<file path="src/logic/lsu_pkg.sv">
package lsu_pkg;

  ////////////////////////////////////////////////////////////
  // widths
  ////////////////////////////////////////////////////////////

  localparam int unsigned DATA_W = 32;  // data and address width of one word
  localparam int unsigned BE_W   = 4;   // one byte enable per byte lane
  localparam int unsigned OFF_W  = 2;   // byte offset within a word
  localparam int unsigned TYPE_W = 2;   // data type field
  localparam int unsigned SEXT_W = 2;   // extension mode field

  ////////////////////////////////////////////////////////////
  // data type encodings
  ////////////////////////////////////////////////////////////

  // any type with the upper bit set is a byte access
  localparam logic [TYPE_W-1:0] TYPE_WORD = 2'd0;  // 32 bit access
  localparam logic [TYPE_W-1:0] TYPE_HALF = 2'd1;  // 16 bit access

  ////////////////////////////////////////////////////////////
  // extension mode encodings
  ////////////////////////////////////////////////////////////

  // every mode not listed here means sign extension
  localparam logic [SEXT_W-1:0] SEXT_ZERO = 2'd0;  // fill with zeros
  localparam logic [SEXT_W-1:0] SEXT_ONES = 2'd2;  // fill with ones

endpackage

</file>
<file path="src/logic/lsu_access_if.sv">
`timescale 1ns/1ps

// context of the access that is on the bus right now
interface lsu_access_if;

  logic [lsu_pkg::TYPE_W-1:0] data_type;      // word, half or byte
  logic [lsu_pkg::OFF_W-1:0]  offset;         // low address bits
  logic [lsu_pkg::SEXT_W-1:0] sign_ext;       // extension mode from EX
  logic                       we;             // store when high
  logic                       split_pending;  // some part of a split access is running

  // request side fills the context
  modport req
  (
    output data_type, offset, sign_ext, we, split_pending
  );

  // read data side consumes it
  modport align
  (
    input  data_type, offset, sign_ext, we, split_pending
  );

endinterface

</file>
<file path="src/logic/lsu_ctrl_fsm.sv">
`timescale 1ns/1ps

module lsu_ctrl_fsm
(
  input  logic clk,
  input  logic rst_n,
  input  logic data_req_ex_i,   // EX wants a memory access
  input  logic data_gnt_i,
  input  logic data_rvalid_i,
  input  logic ex_valid_i,      // EX stage completes this cycle
  output logic data_req_o,      // request to memory
  output logic lsu_ready_ex_o,
  output logic lsu_ready_wb_o,
  output logic busy_o
);

  typedef enum logic [1:0]
  {
    IDLE,
    WAIT_RVALID,
    WAIT_RVALID_EX_STALL,
    IDLE_EX_STALL
  } state_e;

  state_e state_q;
  state_e state_d;

  always_ff @(posedge clk, negedge rst_n)
  begin
    if (!rst_n)
      state_q <= IDLE;
    else
      state_q <= state_d;
  end

  ////////////////////////////////////////////////////////////
  // next state and outputs
  ////////////////////////////////////////////////////////////

  always_comb
  begin
    state_d        = state_q;
    data_req_o     = 1'b0;
    lsu_ready_ex_o = 1'b1;
    lsu_ready_wb_o = 1'b1;

    case (state_q)
      IDLE:
      begin
        data_req_o = data_req_ex_i;          // straight through
        if (data_req_ex_i)
        begin
          lsu_ready_ex_o = data_gnt_i;       // stall EX until granted
          if (data_gnt_i)
            state_d = ex_valid_i ? WAIT_RVALID : WAIT_RVALID_EX_STALL;
        end
      end

      WAIT_RVALID:
      begin
        lsu_ready_wb_o = data_rvalid_i;      // WB waits for the data
        if (data_rvalid_i)
        begin
          data_req_o = data_req_ex_i;        // next access may go out now
          if (data_req_ex_i)
          begin
            lsu_ready_ex_o = data_gnt_i;
            if (data_gnt_i)
              state_d = ex_valid_i ? WAIT_RVALID : WAIT_RVALID_EX_STALL;
            else
              state_d = IDLE;                // retry the request from IDLE
          end
          else
          begin
            state_d = IDLE;
          end
        end
      end

      // EX was stalled at grant and gets no new request until it moves
      WAIT_RVALID_EX_STALL:
      begin
        if (data_rvalid_i)
          state_d = ex_valid_i ? IDLE : IDLE_EX_STALL;
        else if (ex_valid_i)
          state_d = WAIT_RVALID;             // stall gone so wait normally
      end

      IDLE_EX_STALL:
      begin
        if (ex_valid_i)
          state_d = IDLE;                    // data already held
      end

      default:
      begin
        state_d = IDLE;
      end
    endcase
  end

  assign busy_o = (state_q != IDLE) || data_req_o;

endmodule

</file>
<file path="src/logic/lsu_rdata_align.sv">
`timescale 1ns/1ps

module lsu_rdata_align
(
  input  logic                       clk,
  input  logic                       rst_n,
  input  logic                       data_gnt_i,       // request accepted this cycle
  input  logic                       data_rvalid_i,    // read data valid this cycle
  input  logic [lsu_pkg::DATA_W-1:0] data_rdata_i,
  output logic [lsu_pkg::DATA_W-1:0] data_rdata_ex_o,  // aligned and extended result
  lsu_access_if.align                acc
);

  logic [lsu_pkg::TYPE_W-1:0] type_q;      // type of the outstanding access
  logic [lsu_pkg::OFF_W-1:0]  offset_q;    // its byte offset
  logic [lsu_pkg::SEXT_W-1:0] sext_q;      // its extension mode
  logic                       we_q;        // it was a store

  logic [lsu_pkg::DATA_W-1:0] rdata_q;     // first beat or last result
  logic [15:0]                half_sel;    // selected halfword
  logic [7:0]                 byte_sel;    // selected byte
  logic [lsu_pkg::DATA_W-1:0] rdata_w_ext;
  logic [lsu_pkg::DATA_W-1:0] rdata_h_ext;
  logic [lsu_pkg::DATA_W-1:0] rdata_b_ext;
  logic [lsu_pkg::DATA_W-1:0] rdata_ext;

  // fills bits at and above width as the mode asks
  function automatic logic [lsu_pkg::DATA_W-1:0] extend
  (
    input logic [lsu_pkg::DATA_W-1:0] val,    // field with zeros above width
    input int unsigned                width,  // field width in bits
    input logic [lsu_pkg::SEXT_W-1:0] mode
  );
    logic [lsu_pkg::DATA_W-1:0] fill;
    logic                       msb;
    fill = '1 << width;                       // ones above the field
    msb  = val[width-1];
    case (mode)
      lsu_pkg::SEXT_ZERO: extend = val;
      lsu_pkg::SEXT_ONES: extend = val | fill;
      default:            extend = msb ? (val | fill) : val;
    endcase
  endfunction

  ////////////////////////////////////////////////////////////
  // access context, captured on grant
  ////////////////////////////////////////////////////////////

  always_ff @(posedge clk, negedge rst_n)
  begin
    if (!rst_n)
    begin
      type_q   <= '0;
      offset_q <= '0;
      sext_q   <= '0;
      we_q     <= 1'b0;
    end
    else if (data_gnt_i)
    begin
      type_q   <= acc.data_type;
      offset_q <= acc.offset;
      sext_q   <= acc.sign_ext;
      we_q     <= acc.we;
    end
  end

  ////////////////////////////////////////////////////////////
  // word, half and byte views
  ////////////////////////////////////////////////////////////

  // split word takes its low bytes from the held first beat
  always_comb
  begin
    case (offset_q)
      2'd0:    rdata_w_ext = data_rdata_i;
      2'd1:    rdata_w_ext = {data_rdata_i[7:0],  rdata_q[31:8]};
      2'd2:    rdata_w_ext = {data_rdata_i[15:0], rdata_q[31:16]};
      default: rdata_w_ext = {data_rdata_i[23:0], rdata_q[31:24]};
    endcase
  end

  always_comb
  begin
    case (offset_q)
      2'd0:    half_sel = data_rdata_i[15:0];
      2'd1:    half_sel = data_rdata_i[23:8];
      2'd2:    half_sel = data_rdata_i[31:16];
      default: half_sel = {data_rdata_i[7:0], rdata_q[31:24]};  // crosses the boundary
    endcase
  end

  assign byte_sel = data_rdata_i[8*offset_q +: 8];  // bytes never cross

  assign rdata_h_ext = extend({{(lsu_pkg::DATA_W-16){1'b0}}, half_sel}, 16, sext_q);
  assign rdata_b_ext = extend({{(lsu_pkg::DATA_W-8){1'b0}}, byte_sel}, 8, sext_q);

  always_comb
  begin
    case (type_q)
      lsu_pkg::TYPE_WORD: rdata_ext = rdata_w_ext;
      lsu_pkg::TYPE_HALF: rdata_ext = rdata_h_ext;
      default:            rdata_ext = rdata_b_ext;
    endcase
  end

  ////////////////////////////////////////////////////////////
  // hold register
  ////////////////////////////////////////////////////////////

  // keeps the raw beat while a split access runs and the final value otherwise
  always_ff @(posedge clk, negedge rst_n)
  begin
    if (!rst_n)
      rdata_q <= '0;
    else if (data_rvalid_i && !we_q)
    begin
      if (acc.split_pending)
        rdata_q <= data_rdata_i;
      else
        rdata_q <= rdata_ext;
    end
  end

  assign data_rdata_ex_o = data_rvalid_i ? rdata_ext : rdata_q;  // bypass on rvalid

endmodule

</file>
<file path="src/logic/lsu_req_gen.sv">
`timescale 1ns/1ps

module lsu_req_gen
(
  input  logic [lsu_pkg::DATA_W-1:0] operand_a_ex_i,        // base register
  input  logic [lsu_pkg::DATA_W-1:0] operand_b_ex_i,        // offset or increment
  input  logic [lsu_pkg::DATA_W-1:0] data_wdata_ex_i,       // store data from EX
  input  logic                       addr_useincr_ex_i,     // a + b when high, a alone when low
  input  logic                       data_req_ex_i,
  input  logic                       data_we_ex_i,
  input  logic                       data_misaligned_ex_i,  // second part of a split access
  input  logic [lsu_pkg::TYPE_W-1:0] data_type_ex_i,
  input  logic [lsu_pkg::OFF_W-1:0]  data_reg_offset_ex_i,  // byte position inside the register
  input  logic [lsu_pkg::SEXT_W-1:0] data_sign_ext_ex_i,
  output logic [lsu_pkg::DATA_W-1:0] data_addr_o,
  output logic [lsu_pkg::DATA_W-1:0] data_wdata_o,
  output logic [lsu_pkg::BE_W-1:0]   data_be_o,
  output logic                       data_misaligned_o,     // first part needs a second access
  lsu_access_if.req                  acc
);

  logic [lsu_pkg::OFF_W-1:0] addr_off;     // byte offset of the address
  logic [lsu_pkg::OFF_W-1:0] wdata_off;    // lane distance for store data

  ////////////////////////////////////////////////////////////
  // address
  ////////////////////////////////////////////////////////////

  assign data_addr_o = addr_useincr_ex_i ? (operand_a_ex_i + operand_b_ex_i)
                                         : operand_a_ex_i;
  assign addr_off    = data_addr_o[lsu_pkg::OFF_W-1:0];

  ////////////////////////////////////////////////////////////
  // byte enables
  ////////////////////////////////////////////////////////////

  always_comb
  begin
    case (data_type_ex_i)
      lsu_pkg::TYPE_WORD:
      begin
        if (!data_misaligned_ex_i)
        begin
          // first part covers offset up to the top lane
          case (addr_off)
            2'd0:    data_be_o = 4'b1111;
            2'd1:    data_be_o = 4'b1110;
            2'd2:    data_be_o = 4'b1100;
            default: data_be_o = 4'b1000;
          endcase
        end
        else
        begin
          // second part takes the leftover low lanes
          case (addr_off)
            2'd0:    data_be_o = 4'b0000;  // never split at offset 0
            2'd1:    data_be_o = 4'b0001;
            2'd2:    data_be_o = 4'b0011;
            default: data_be_o = 4'b0111;
          endcase
        end
      end

      lsu_pkg::TYPE_HALF:
      begin
        if (!data_misaligned_ex_i)
        begin
          case (addr_off)
            2'd0:    data_be_o = 4'b0011;
            2'd1:    data_be_o = 4'b0110;
            2'd2:    data_be_o = 4'b1100;
            default: data_be_o = 4'b1000;  // upper half goes in the second part
          endcase
        end
        else
        begin
          data_be_o = 4'b0001;             // only lane 0 is left
        end
      end

      default:                             // byte
      begin
        data_be_o = 4'b0001 << addr_off;
      end
    endcase
  end

  ////////////////////////////////////////////////////////////
  // store data rotation
  ////////////////////////////////////////////////////////////

  // moves the register byte at reg offset onto the lane of the address
  assign wdata_off = addr_off - data_reg_offset_ex_i;

  always_comb
  begin
    case (wdata_off)
      2'd0:    data_wdata_o = data_wdata_ex_i;
      2'd1:    data_wdata_o = {data_wdata_ex_i[23:0], data_wdata_ex_i[31:24]};
      2'd2:    data_wdata_o = {data_wdata_ex_i[15:0], data_wdata_ex_i[31:16]};
      default: data_wdata_o = {data_wdata_ex_i[7:0],  data_wdata_ex_i[31:8]};
    endcase
  end

  ////////////////////////////////////////////////////////////
  // misalignment detection
  ////////////////////////////////////////////////////////////

  always_comb
  begin
    data_misaligned_o = 1'b0;
    if (data_req_ex_i && !data_misaligned_ex_i)  // first part only
    begin
      if ((data_type_ex_i == lsu_pkg::TYPE_WORD) && (addr_off != 2'd0))
        data_misaligned_o = 1'b1;                // word spills into next word
      if ((data_type_ex_i == lsu_pkg::TYPE_HALF) && (addr_off == 2'd3))
        data_misaligned_o = 1'b1;                // half crosses the boundary
    end
  end

  // context for the read data path
  assign acc.data_type     = data_type_ex_i;
  assign acc.offset        = addr_off;
  assign acc.sign_ext      = data_sign_ext_ex_i;
  assign acc.we            = data_we_ex_i;
  assign acc.split_pending = data_misaligned_ex_i | data_misaligned_o;

endmodule

</file>
<file path="src/logic/lsu_top.sv">
`timescale 1ns/1ps

module lsu_top
(
  input  logic                       clk,
  input  logic                       rst_n,

  // memory port
  output logic                       data_req_o,
  input  logic                       data_gnt_i,
  input  logic                       data_rvalid_i,
  output logic [lsu_pkg::DATA_W-1:0] data_addr_o,
  output logic                       data_we_o,
  output logic [lsu_pkg::BE_W-1:0]   data_be_o,
  output logic [lsu_pkg::DATA_W-1:0] data_wdata_o,
  input  logic [lsu_pkg::DATA_W-1:0] data_rdata_i,

  // EX stage
  input  logic                       data_we_ex_i,
  input  logic [lsu_pkg::TYPE_W-1:0] data_type_ex_i,
  input  logic [lsu_pkg::DATA_W-1:0] data_wdata_ex_i,
  input  logic [lsu_pkg::OFF_W-1:0]  data_reg_offset_ex_i,
  input  logic [lsu_pkg::SEXT_W-1:0] data_sign_ext_ex_i,
  output logic [lsu_pkg::DATA_W-1:0] data_rdata_ex_o,
  input  logic                       data_req_ex_i,
  input  logic [lsu_pkg::DATA_W-1:0] operand_a_ex_i,
  input  logic [lsu_pkg::DATA_W-1:0] operand_b_ex_i,
  input  logic                       addr_useincr_ex_i,
  input  logic                       data_misaligned_ex_i,
  output logic                       data_misaligned_o,

  // pipeline control
  output logic                       lsu_ready_ex_o,
  output logic                       lsu_ready_wb_o,
  input  logic                       ex_valid_i,
  output logic                       busy_o
);

  lsu_access_if acc ();  // context from request to read data

  assign data_we_o = data_we_ex_i;

  lsu_req_gen i_lsu_req_gen
  (
    .operand_a_ex_i       (operand_a_ex_i),
    .operand_b_ex_i       (operand_b_ex_i),
    .data_wdata_ex_i      (data_wdata_ex_i),
    .addr_useincr_ex_i    (addr_useincr_ex_i),
    .data_req_ex_i        (data_req_ex_i),
    .data_we_ex_i         (data_we_ex_i),
    .data_misaligned_ex_i (data_misaligned_ex_i),
    .data_type_ex_i       (data_type_ex_i),
    .data_reg_offset_ex_i (data_reg_offset_ex_i),
    .data_sign_ext_ex_i   (data_sign_ext_ex_i),
    .data_addr_o          (data_addr_o),
    .data_wdata_o         (data_wdata_o),
    .data_be_o            (data_be_o),
    .data_misaligned_o    (data_misaligned_o),
    .acc                  (acc.req)
  );

  lsu_rdata_align i_lsu_rdata_align
  (
    .clk             (clk),
    .rst_n           (rst_n),
    .data_gnt_i      (data_gnt_i),
    .data_rvalid_i   (data_rvalid_i),
    .data_rdata_i    (data_rdata_i),
    .data_rdata_ex_o (data_rdata_ex_o),
    .acc             (acc.align)
  );

  lsu_ctrl_fsm i_lsu_ctrl_fsm
  (
    .clk            (clk),
    .rst_n          (rst_n),
    .data_req_ex_i  (data_req_ex_i),
    .data_gnt_i     (data_gnt_i),
    .data_rvalid_i  (data_rvalid_i),
    .ex_valid_i     (ex_valid_i),
    .data_req_o     (data_req_o),
    .lsu_ready_ex_o (lsu_ready_ex_o),
    .lsu_ready_wb_o (lsu_ready_wb_o),
    .busy_o         (busy_o)
  );

endmodule

</file>
<file path="config.mk">
export PLATFORM = sky130hd
export DESIGN_NAME = lsu_top
export DESIGN_NICKNAME = d
export VERILOG_FILES = /design/src/logic/lsu_pkg.sv /design/src/logic/lsu_access_if.sv /design/src/logic/lsu_ctrl_fsm.sv /design/src/logic/lsu_rdata_align.sv /design/src/logic/lsu_req_gen.sv /design/src/logic/lsu_top.sv
export SDC_FILE = /design/constraint.sdc
export NUM_CORES = 1
export LEC_CHECK = 0
export ABC_AREA = 1
export BUFFER_PORTS_ARGS = -buffer_cell sky130_fd_sc_hd__buf_4
export CAP_MARGIN = 20
export CORE_UTILIZATION = 54
export DETAILED_ROUTE_END_ITERATION = 12
export PLACE_DENSITY = 0.85
export RECOVER_POWER = 100
export SLEW_MARGIN = 40
export SYNTH_ARGS = -nofsm -noshare
export SYNTH_HDL_FRONTEND = slang
export SYNTH_HIERARCHICAL = 1
export SYNTH_SLANG_ARGS = --single-unit
</file>
<file path="constraint.sdc">
create_clock -name clk -period 2.6 [get_ports clk]
set_input_delay 0.26 -clock clk [delete_from_list [all_inputs] [get_ports clk]]
set_output_delay 0.26 -clock clk [all_outputs]
set_load 0.1 [all_outputs]
</file>
# After elaboration in Yosys (flattened, before gate mapping)
# Cells that the tools add are included.
[totals]
regBits = 41
inputBits = 143
out_inout_bits = 106
wordCells = 83
[classes]
n_addsub = 2
n_eq_ne = 18
shifts = 2
muxes = 37
n_bitwise = 1
reduce_logical = 17
[ops]
columns = ["cell", "n"]
rows = [
  ["$pmux W32 S2", 3],
  ["$pmux W32 S3", 2],
  ["$mux W32", 5],
  ["$pmux W16 S3", 1],
  ["$add A32 B32 Y32", 1],
  ["$shiftx A32 B6 Y8", 1],
  ["$mux W2", 10],
  ["$pmux W3 S3", 2],
  ["$eq A2 B2 Y1 const B", 7],
  ["$logic_not A2 Y1", 7],
  ["$eq A2 B1 Y1 const B", 6],
  ["$pmux W4 S3", 1],
  ["$mux W4", 2],
  ["$ne A2 B2 Y1 const B", 4],
  ["$pmux W2 S4", 1],
  ["$pmux W4 S2", 1],
  ["$mux W1", 7],
  ["$reduce_and A5 Y1", 1],
  ["$logic_and A1 B1 Y1", 4],
  ["$pmux W1 S2", 2],
  ["$reduce_bool A2 Y1", 2],
  ["$shl A1 B2 Y4 const A", 1],
  ["$ne A3 B3 Y1 const B", 1],
  ["$logic_not A1 Y1", 2],
  ["other kinds (3)", 3],
]

# Longest topological paths before layout
# Gate-level depths: netlist of run 1.
[logic_depth]
depth_word = 9
ltp_mapped = 16
mapped_depth_nobuf = 14

# Cells and area by module
# Netlist of run 1, hierarchy kept.
[modules_own_cells]
columns = ["module", "n_inst", "cells_each", "area_each_um2", "seq_area_each_um2"]
rows = [
  ["lsu_rdata_align", 1, 663, 3876.2, 975.9],
  ["lsu_req_gen", 1, 788, 3791.1, 0.0],
  ["lsu_ctrl_fsm", 1, 34, 192.7, 50.0],
  ["lsu_top", 1, 1, 7.5, 0.0],
]

# Worst setup path before layout of run 1
# Ideal clock, no wire load.
[synth_timing]
kind = "flip-flop to output port"
from = "register i_lsu_ctrl_fsm.state_q[0]"
to = "output port lsu_ready_ex_o"
arrival_time_ns = 4.243
required_ns = 2.340
slack_ns = -1.903
path_stages_with_launch = 3
path_buffers = 0
path_cell_list = "dfrtp_1 > a211oi_1 > nand2_1"
[synth_via]
elab_chain_cells = 2
word_cells_on_any_way = 3
classes_between = "eq/ne: 1; mux: 1; reduce/logical: 1"
[synth_lines]
columns = ["element", "line", "rtl"]
rows = [
  ["from (decl)", "lsu_ctrl_fsm.sv:25", "state_e state_q;"],
  ["from (signal assigned)", "lsu_ctrl_fsm.sv:33", "state_q <= state_d;"],
  ["$eq A2 B1 Y1 / $logic_not A2 Y1 (equally long branches)", "lsu_ctrl_fsm.sv:47", "case (state_q)"],
  ["$pmux W1 S2 (*)", "lsu_ctrl_fsm.sv:47", ""],
  ["to (decl)", "lsu_top.sv:33", "output logic lsu_ready_ex_o,"],
]
# Mark *: on every way between the ends. The rest lies on a longest branch, timed or not.

# Worst setup path in the final report of run 1
[layout_timing]
from = "input port operand_a_ex_i[0] (netlist bit)"
to = "output port data_wdata_o[28] (netlist bit)"
[layout_via]
elab_chain_cells = 5
word_cells_on_any_way = 7
classes_between = "add/sub: 2; eq/ne: 2; mux: 2; reduce/logical: 1"
[layout_lines]
columns = ["element", "line", "rtl"]
rows = [
  ["from (decl)", "lsu_top.sv:26", "input logic [lsu_pkg::DATA_W-1:0] operand_a_ex_i,"],
  ["$add A32 B32 Y32", "lsu_req_gen.sv:29", "assign data_addr_o = addr_useincr_ex_i ? (operand_a_ex_i + operand_b_ex_i)"],
  ["$mux W32 (*)", "lsu_req_gen.sv:29", ""],
  ["$sub A2 B2 Y2 (*)", "lsu_req_gen.sv:93", "assign wdata_off = addr_off - data_reg_offset_ex_i;"],
  ["$eq A2 B2 Y1, or another cell as far along", "lsu_req_gen.sv:97", "case (wdata_off)"],
  ["$pmux W32 S3 (*)", "lsu_req_gen.sv:97", ""],
  ["to (decl)", "lsu_top.sv:15", "output logic [lsu_pkg::DATA_W-1:0] data_wdata_o,"],
]
# Marks and branches as above.

==> impl_metrics.ini, run 1 <==
[outcome]
status = finished with violations
failed_checks = setup timing

[floorplanning]
io_pins = 249
core_area_mm2 = 0.01404
rows = 43
die_w_um = 122.7
die_y_um = 122.7
start_util = 0.5603
dieArea_mm2 = 0.01506

[worst_hold_path]
holdCritPathClass = input pin to asynchronous set/reset pin

[drt]
vias_per_cell = 6.070
vias = 11479
drt-total-wl_um = 33740
drt-initial-drc-count = 1590
wl_per_cell_um = 17.84
first_pass_iters = 8
ant_nets = 0
drc = 0

[sta]
fin_hold_ws_ps = 184.9
post-route-min-period_ps = 2744
setup_ws_ps = -143.6
hold_viol = 0
clock_skew_ps = 5.331
setup_viol = 33
worst_slew_pin_slew_ps = 1155
drv_slew = 0
fmax_mhz = 364.5
max-slew-margin-rel = 0.2330
min_period_over_period = 1.055
rsz0062_at_grt = true

[worst_setup_path]
path_max_fanout = 6
r2r_slack_ps = 700
worstPathCellList = buf_4, ha_4, nand2_1, o21ai_2, inv_1, ha_2, xnor2_1, nand2_1, nand2_4, nand2_4, buf_4, o22ai_1, a21oi_1, nand2_2, buf_12
r2r_start = i_lsu_rdata_align/offset_q[0]
reg2regPathDepth = 11
rr_endpoint = i_lsu_rdata_align/rdata_q[23]
max_stage_delay_ps = 240
cp.required_ps = 2340
critPathLaunchType = input pin
cp_slowest_cell = ha_4
critPathArrivalTime_ps = 2480
cp-end-kind = primary output
crit_type = input pin to primary output

[synthesis]
yosys_register_bits = 41
yosysMostFrequentCell = nand2_1
synthArstFlopShare = 1.000
yosysSeqAreaShare = 0.1304
syn_avg_cell_area_um2 = 5.294
synthCells = 1486
mappedNetlistArea_mm2 = 0.007868
synth_common_cells = nand2_1 (607), inv_1 (184), nand3_1 (129)
synth_nets = 1667
synthFlopType = dfrtp_1
yosysWarningCount = 6
synth_cell_types = 45
synth_edf_count = 0
synth_top_area_frac = 0.2896
yosys.area.top_type = nand2_1
yosys-top-cells-area = nand2_1 (29%), dfrtp_1 (13%), inv_1 (8.8%)

[clock_tree]
clk_latency_ps = 280
cts_root_buf = clkbuf_16
cts_hold_buf = 0
ctsHtreeMaxLevel = 2
cts.sinks = 41
cts_tree = built
clkSlewWorstSetupHoldPaths_ps = 60
cts_buffers = 5
cts_buffer_depth = 2

[pwr]
ir_drop_mv = 0.6664
p_leak_nw = 5.970
power_w = 0.007797
p_per_area_mw_per_mm2 = 691.1

[placed_design]
placement.io_buffers = 248
dp_hpwl_um = 23250
place_congestion = 0.9659

[final_layout]
diodes = 0
drive_above_1_share = 0.2478
final_core_util = 0.8034
nets = 1891
layout.filler_cells = 972
area_delta_synth_final_pct = 43.40

[grt]
grt_overflow = 0
grt_pass1_wl_um = 46280
grt_start_max_net_pins = 69
antenna_found_initial = 0
grt.total_usage = 0.3832
grt_pass1_vias = 9854

[flow_run]
maxCapViolCount = 0
## sequential cells by signal, indices dropped and copies added (netlist names)
| name | flops |
|---|---|
| i_lsu_ctrl_fsm/state_q | 2 |
| i_lsu_rdata_align/offset_q | 2 |
| i_lsu_rdata_align/rdata_q | 32 |
| i_lsu_rdata_align/sext_q | 2 |
| i_lsu_rdata_align/type_q | 2 |
| i_lsu_rdata_align/we_q | 1 |
## layer usage
| layer | GRT usage | part of all wire | up-vias |
|---|---|---|---|
| met5 | 0 | 0 | - |
| met4 | 0.1334 | 0.061 | 0 |
| met3 | 0.07203 | 0.11 | 232 |
| met2 | 0.6563 | 0.45 | 937 |
| met1 | 0.4773 | 0.37 | 5068 |
| li1 | - | - | 5242 |
## area by class of cell
cell class                 instances  area (um2)  area share
clock buffer                       6       128.9     0.01142
multi-input combinational       1177        6505      0.5766
clock inverter                     2       10.01   0.0008872
inverter                         195       744.5     0.06599
sequential                        41        1027     0.09105
tap                              180       225.2     0.01996
timing repair buffer             290        2641      0.2341
## cell families after synthesis
kind of cell | Yosys count | share of synthesized area
buffers and inverters | 269 | 0.1458
and+or+nand+nor | 884 | 0.4591
adders and majority gates | 38 | 0.06139
AOI/OAI and AO/OA | 237 | 0.1840
muxes | 1 | 0.001431
xor gates and xnor gates | 16 | 0.01781
DFF | 41 | 0.1304
## worst max-delay path by stage
stage                                             start                             to
after floorplan           i_lsu_rdata_align/offset_q[0]            data_rdata_ex_o[10]
after global placement                operand_a_ex_i[0]               data_wdata_o[17]
after detailed placement              operand_a_ex_i[0]  i_lsu_rdata_align/rdata_q[14]
after CTS                 i_lsu_rdata_align/offset_q[1]            data_rdata_ex_o[26]
after global routing                  operand_a_ex_i[0]               data_wdata_o[28]
final                                 operand_a_ex_i[0]               data_wdata_o[28]
## placed cells by master, fill, tap and decap left out, types with 8 or more instances in the layout
| cell | n |
|---|---|
| o21ai_0 | 40 |
| inv_2 | 10 |
| nand2_2 | 12 |
| o22ai_1 | 9 |
| nand4_1 | 11 |
| xnor2_1 | 14 |
| nand3_2 | 15 |
| buf_8 | 9 |
| a31oi_2 | 16 |
| o21ai_1 | 25 |
| nand3_1 | 115 |
| a21oi_1 | 49 |
| nand2_1 | 599 |
| buf_4 | 236 |
| buf_12 | 26 |
| inv_1 | 181 |
| dfrtp_1 | 40 |
| o2111ai_4 | 25 |
| a31oi_1 | 8 |
| buf_6 | 16 |
| nor2_1 | 110 |
| ha_1 | 33 |
| o211ai_1 | 32 |
| o21ai_2 | 14 |
## repair_timing
action	in CTS	in global routing
endpoints found under the setup margin	16	68
gates resized for setup	18	87
setup buffers	0	3
pin swaps	0	4
cloned	0	2
## metrics by stage
stage	instance area [um2]	setup TNS, ps	std cells	worst slack [ps]
3_3_place_gp	10670	-0.1938	1878	-0.1938
6_report	11280	-1897	1891	-143.6
4_1_cts	10870	0	1886	0.3384
2_1_floorplan	8725	-8605	1486	-519.4
3_5_place_dp	10670	-566.7	1878	-42.83
5_1_grt	11280	-7111	1891	-311.2
## report_power, final
| part | total (W) | switching [W] | internal, W |
|---|---|---|---|
| Clock | 0.000619 | 0.000266 | 0.000353 |
| Combinational | 0.00625 | 0.00445 | 0.00181 |
| Sequential | 0.000923 | 0.000155 | 0.000768 |
## critical path: cells and delay by family
kind                       cells  cell delay (ps)
xor gates and xnor gates       1              230
and+or+nand+nor                5              560
adders and majority gates      2              450
buffers and inverters          4              600
AOI/OAI and AO/OA              3              370
Power figures use the tool's default switching activity.
==> run 2, diff against run 1 <==
==> constraint.sdc (replaced) <==
create_clock -name clk -period 2.6 [get_ports clk]
set_input_delay 0.39 -clock clk [delete_from_list [all_inputs] [get_ports clk]]
set_output_delay 0.39 -clock clk [all_outputs]
set_load 0.1 [all_outputs]
==> run 2 against run 1 <==
Effect of this change: synthesized area did not move; the flow now stops in global routing (5_1_grt); synthesized cell count did not move.
==> impl_metrics.ini, run 2 <==
[outcome]
error = [ERROR DPL-0038] Utilization greater than 100%, impossible to legalize
status = stopped before the end
haltStage = global routing (5_1_grt)

[placed_design]
place_congestion = 0.9866
dp_hpwl_um = 24170
placement.io_buffers = 248

[synthesis]
yosys.area.top_type = nand2_1
yosysWarningCount = 6
synth-compound-area-share = 0.1840
yosysSeqAreaShare = 0.1304
synth_edf_count = 0
synth_fa_ha_area_frac = 0.06139
synthCells = 1486
synth-simple-area-share = 0.4591
synth_mux_area_frac = 0.001431
synth_cell_types = 45
synthFlopType = dfrtp_1
synth_top_family_by_area = simple AND/OR/NAND/NOR gates
synth_common_cells = nand2_1 (607), inv_1 (184), nand3_1 (129)
synthArstFlopShare = 1.000
yosys_register_bits = 41
yosys-top-cells-area = nand2_1 (29%), dfrtp_1 (13%), inv_1 (8.8%)
synth_top_area_frac = 0.2896
syn_avg_cell_area_um2 = 5.294
synth_nets = 1667
mappedNetlistArea_mm2 = 0.007868
synth-xor-area-share = 0.01781
yosysMostFrequentCell = nand2_1

[clock_tree]
cts.sinks = 41
cts_root_buf = clkbuf_16
cts_hold_buf = 0
ctsHtreeMaxLevel = 2
cts_buffer_depth = 2
cts_buffers = 5

[sta]
worst_path_end_type = output port
worst_endpoint = data_wdata_o[22]

[floorplanning]
rows = 43
start_util = 0.5603
io_pins = 249
die_w_um = 122.7
die_y_um = 122.7

[grt]
grt_start_max_net_pins = 44
-- run 2: cell counts after synthesis --
No cell type changed its count.
-- run 2: per-stage QoR --
step	hold WS [ps]	instance area, um2	std cells	setup WS, ps	util
after floorplan	94.41	9065	1486	-649.4	-
after global placement	411.7	11330	1912	-227.9	0.8068
after detailed placement	419.9	11330	1912	-291.3	0.8068
after CTS	119.8	12260	1926	-136.0	0.8728
-- run 2: repair_timing --
| item | 4_1_cts |
|---|---|
| resized for setup | 179 |
| pin swaps | 10 |
| gates cloned | 1 |
| setup buffers | 5 |
| setup endpoints to repair | 78 |
-- run 2: cell families after synthesis --
kind of cell	after synthesis
multiplexers	1
XOR/XNOR	16
flip-flops	41
buffers and inverters	269
AO/OA/AOI/OAI	237
adder cells (fa/ha/maj)	38
AND/OR/NAND/NOR	884
==> run 3, diff against run 2 <==
CORE_UTILIZATION = 40   (was 54)
PLACE_DENSITY = not set   (was 0.85)
PLACE_DENSITY_LB_ADDON = 0.15   (was not set)
==> run 3 against run 2 <==
Effect of this change: the flow now finishes, with violations (setup timing).
==> impl_metrics.ini, run 3 (synthesis gave the netlist of run 1 again) <==
[pwr]
pwr-share-comb = 0.817
p_leak_nw = 6.761
p_switching_w = 0.005126
p_per_area_mw_per_mm2 = 648.0
ir_drop_mv = 0.6519
sw_frac_of_total = 0.5864
pwr-share-clk = 0.078
power.internal_w = 0.003615
pwr-share-seq = 0.105

[floorplanning]
core_area_mm2 = 0.01902
die_w_um = 142.2
rows = 50
io_pins = 249
die_y_um = 142.2
dieArea_mm2 = 0.02023
start_util = 0.4137

[drt]
vias_per_cell = 5.493
drt-total-wl_um = 34720
drc = 0
drt-initial-drc-count = 1026
vias = 11194
ant_nets = 0
first_pass_iters = 6
wl_per_cell_um = 17.04

[final_layout]
multi_input_comb_area_mm2 = 0.007315
area_delta_synth_final_pct = 71.44
diodes = 0
final_core_util = 0.7092
seq_area_mm2 = 0.001028
drive_above_1_share = 0.3465
regMostFlops = i_lsu_rdata_align/rdata_q
largest_reg_flops = 32
layout.filler_cells = 1560
nets = 1958
most-common-layout-cells = nand2_1 (535), buf_4 (228), inv_1 (178), nand3_1 (109), nor2_1 (97)
layout_commonest_cell = nand2_1

[worst_setup_path]
crit_type = input pin to primary output
cp_top_family = buffers and inverters
worstPathCellList = buf_8, ha_4, inv_2, fa_1, nand2_2, o21ai_4, inv_2, nand2_2, nand2_4, nor2_4, buf_6, buf_16, nand2_4, o2111ai_4, buf_12
critPathLaunchType = input pin
cp-end-kind = primary output
critPathArrivalTime_ps = 2400
path_buf_inv = 6
max_stage_delay_ps = 480
cp.required_ps = 2210
cp_slowest_cell = fa_1
path_max_fanout = 7

[sta]
min_period_over_period = 1.073
setup_ws_ps = -189.4
worst_slew_pin_slew_ps = 1158
post-route-min-period_ps = 2789
clock_skew_ps = 4.565
drv_slew = 0
rsz0062_at_grt = true
hold_viol = 0
max-slew-margin-rel = 0.2316
setup_viol = 36
fmax_mhz = 358.5

[clock_tree]
cts_hold_buf = 0
ctsHtreeMaxLevel = 2
cts.sinks = 41
clkSlewWorstSetupHoldPaths_ps = 70
clk_latency_ps = 290
cts_buffer_depth = 2
cts_root_buf = clkbuf_16
cts_buffers = 5
cts_tree = built

[worst_hold_path]
holdCritPathClass = input pin to asynchronous set/reset pin

[placed_design]
place_congestion = 0.9772
pre_cts_slack_ps = -282.5
dp_hpwl_um = 23690
placement.io_buffers = 248

[grt]
grt_overflow = 0
grt_start_max_net_pins = 65
grt.total_usage = 0.3166
grt_pass1_vias = 10276
antenna_found_initial = 0
grt_pass1_wl_um = 51260

[outcome]
status = finished with violations
failed_checks = setup timing

[flow_run]
maxCapViolCount = 0
-- run 3: worst paths after layout --
check / from / end / slack, ps / cells after the start
worst max register to register: i_lsu_rdata_align/offset_q[0] / i_lsu_rdata_align/rdata_q[22] / 450 / 12
min in group clk: data_sign_ext_ex_i[1] / i_lsu_rdata_align/sext_q[1] / 310 / 3
worst min register to register: i_lsu_rdata_align/rdata_q[3] / i_lsu_rdata_align/rdata_q[3] / 480 / 2
worst min-delay path: rst_n / i_lsu_rdata_align/rdata_q[27] / 310 / 1
max in group asynchronous: rst_n / i_lsu_rdata_align/offset_q[1] / 1520 / 1
worst max-delay path: operand_a_ex_i[0] / data_wdata_o[0] / -190 / 15
-- run 3: area by class of cell --
cell class              count  share of cell area
clock buffers               7             0.01132
inverters                 195             0.05631
flip-flops and latches     41             0.07625
repair inverters            5            0.006308
clock inverters             1           0.0003711
repair buffers            352              0.2830
well taps                 260             0.02412
multi-input cells        1177              0.5423
-- run 3: per-stage QoR --
stage | power, W | hold slack, ps | area [um2] | TNS [ps] | std cells
2_1_floorplan | 0.005525 | 94.41 | 9065 | -16550 | 1486
3_3_place_gp | 0.006824 | 424.8 | 11460 | -14240 | 1995
3_5_place_dp | 0.006877 | 435.5 | 11460 | -17180 | 1995
4_1_cts | 0.008255 | 128.7 | 12570 | -3987 | 2019
5_1_grt | 0.009110 | 330.6 | 13490 | -9787 | 2038
6_report | 0.008741 | 311.4 | 13490 | -4814 | 2038
-- run 3: power by group through the flow --
stage / Sequential (W) / Combinational (W) / Clock, W
final: 0.000916 / 0.00714 / 0.000684
after global routing: 0.000931 / 0.00746 / 0.000720
after CTS: 0.000911 / 0.00666 / 0.000687
after detailed placement: 0.000918 / 0.00596 / 0
after global placement: 0.000917 / 0.00591 / 0
after floorplan: 0.000864 / 0.00466 / 0
-- run 3: what timing repair did --
| item | 4_1_cts | 5_1_grt |
|---|---|---|
| pin swaps | 10 | 23 |
| setup buffers | 11 | 16 |
| setup endpoints to repair | 76 | 120 |
| gates resized for setup | 180 | 179 |
| cloned | 6 | 8 |
-- run 3: per-layer routing --
metal	part of all wire	track usage
met5	0	0
met1	0.40	0.3979
met2	0.48	0.5475
met3	0.090	0.06561
met4	0.031	0.08093
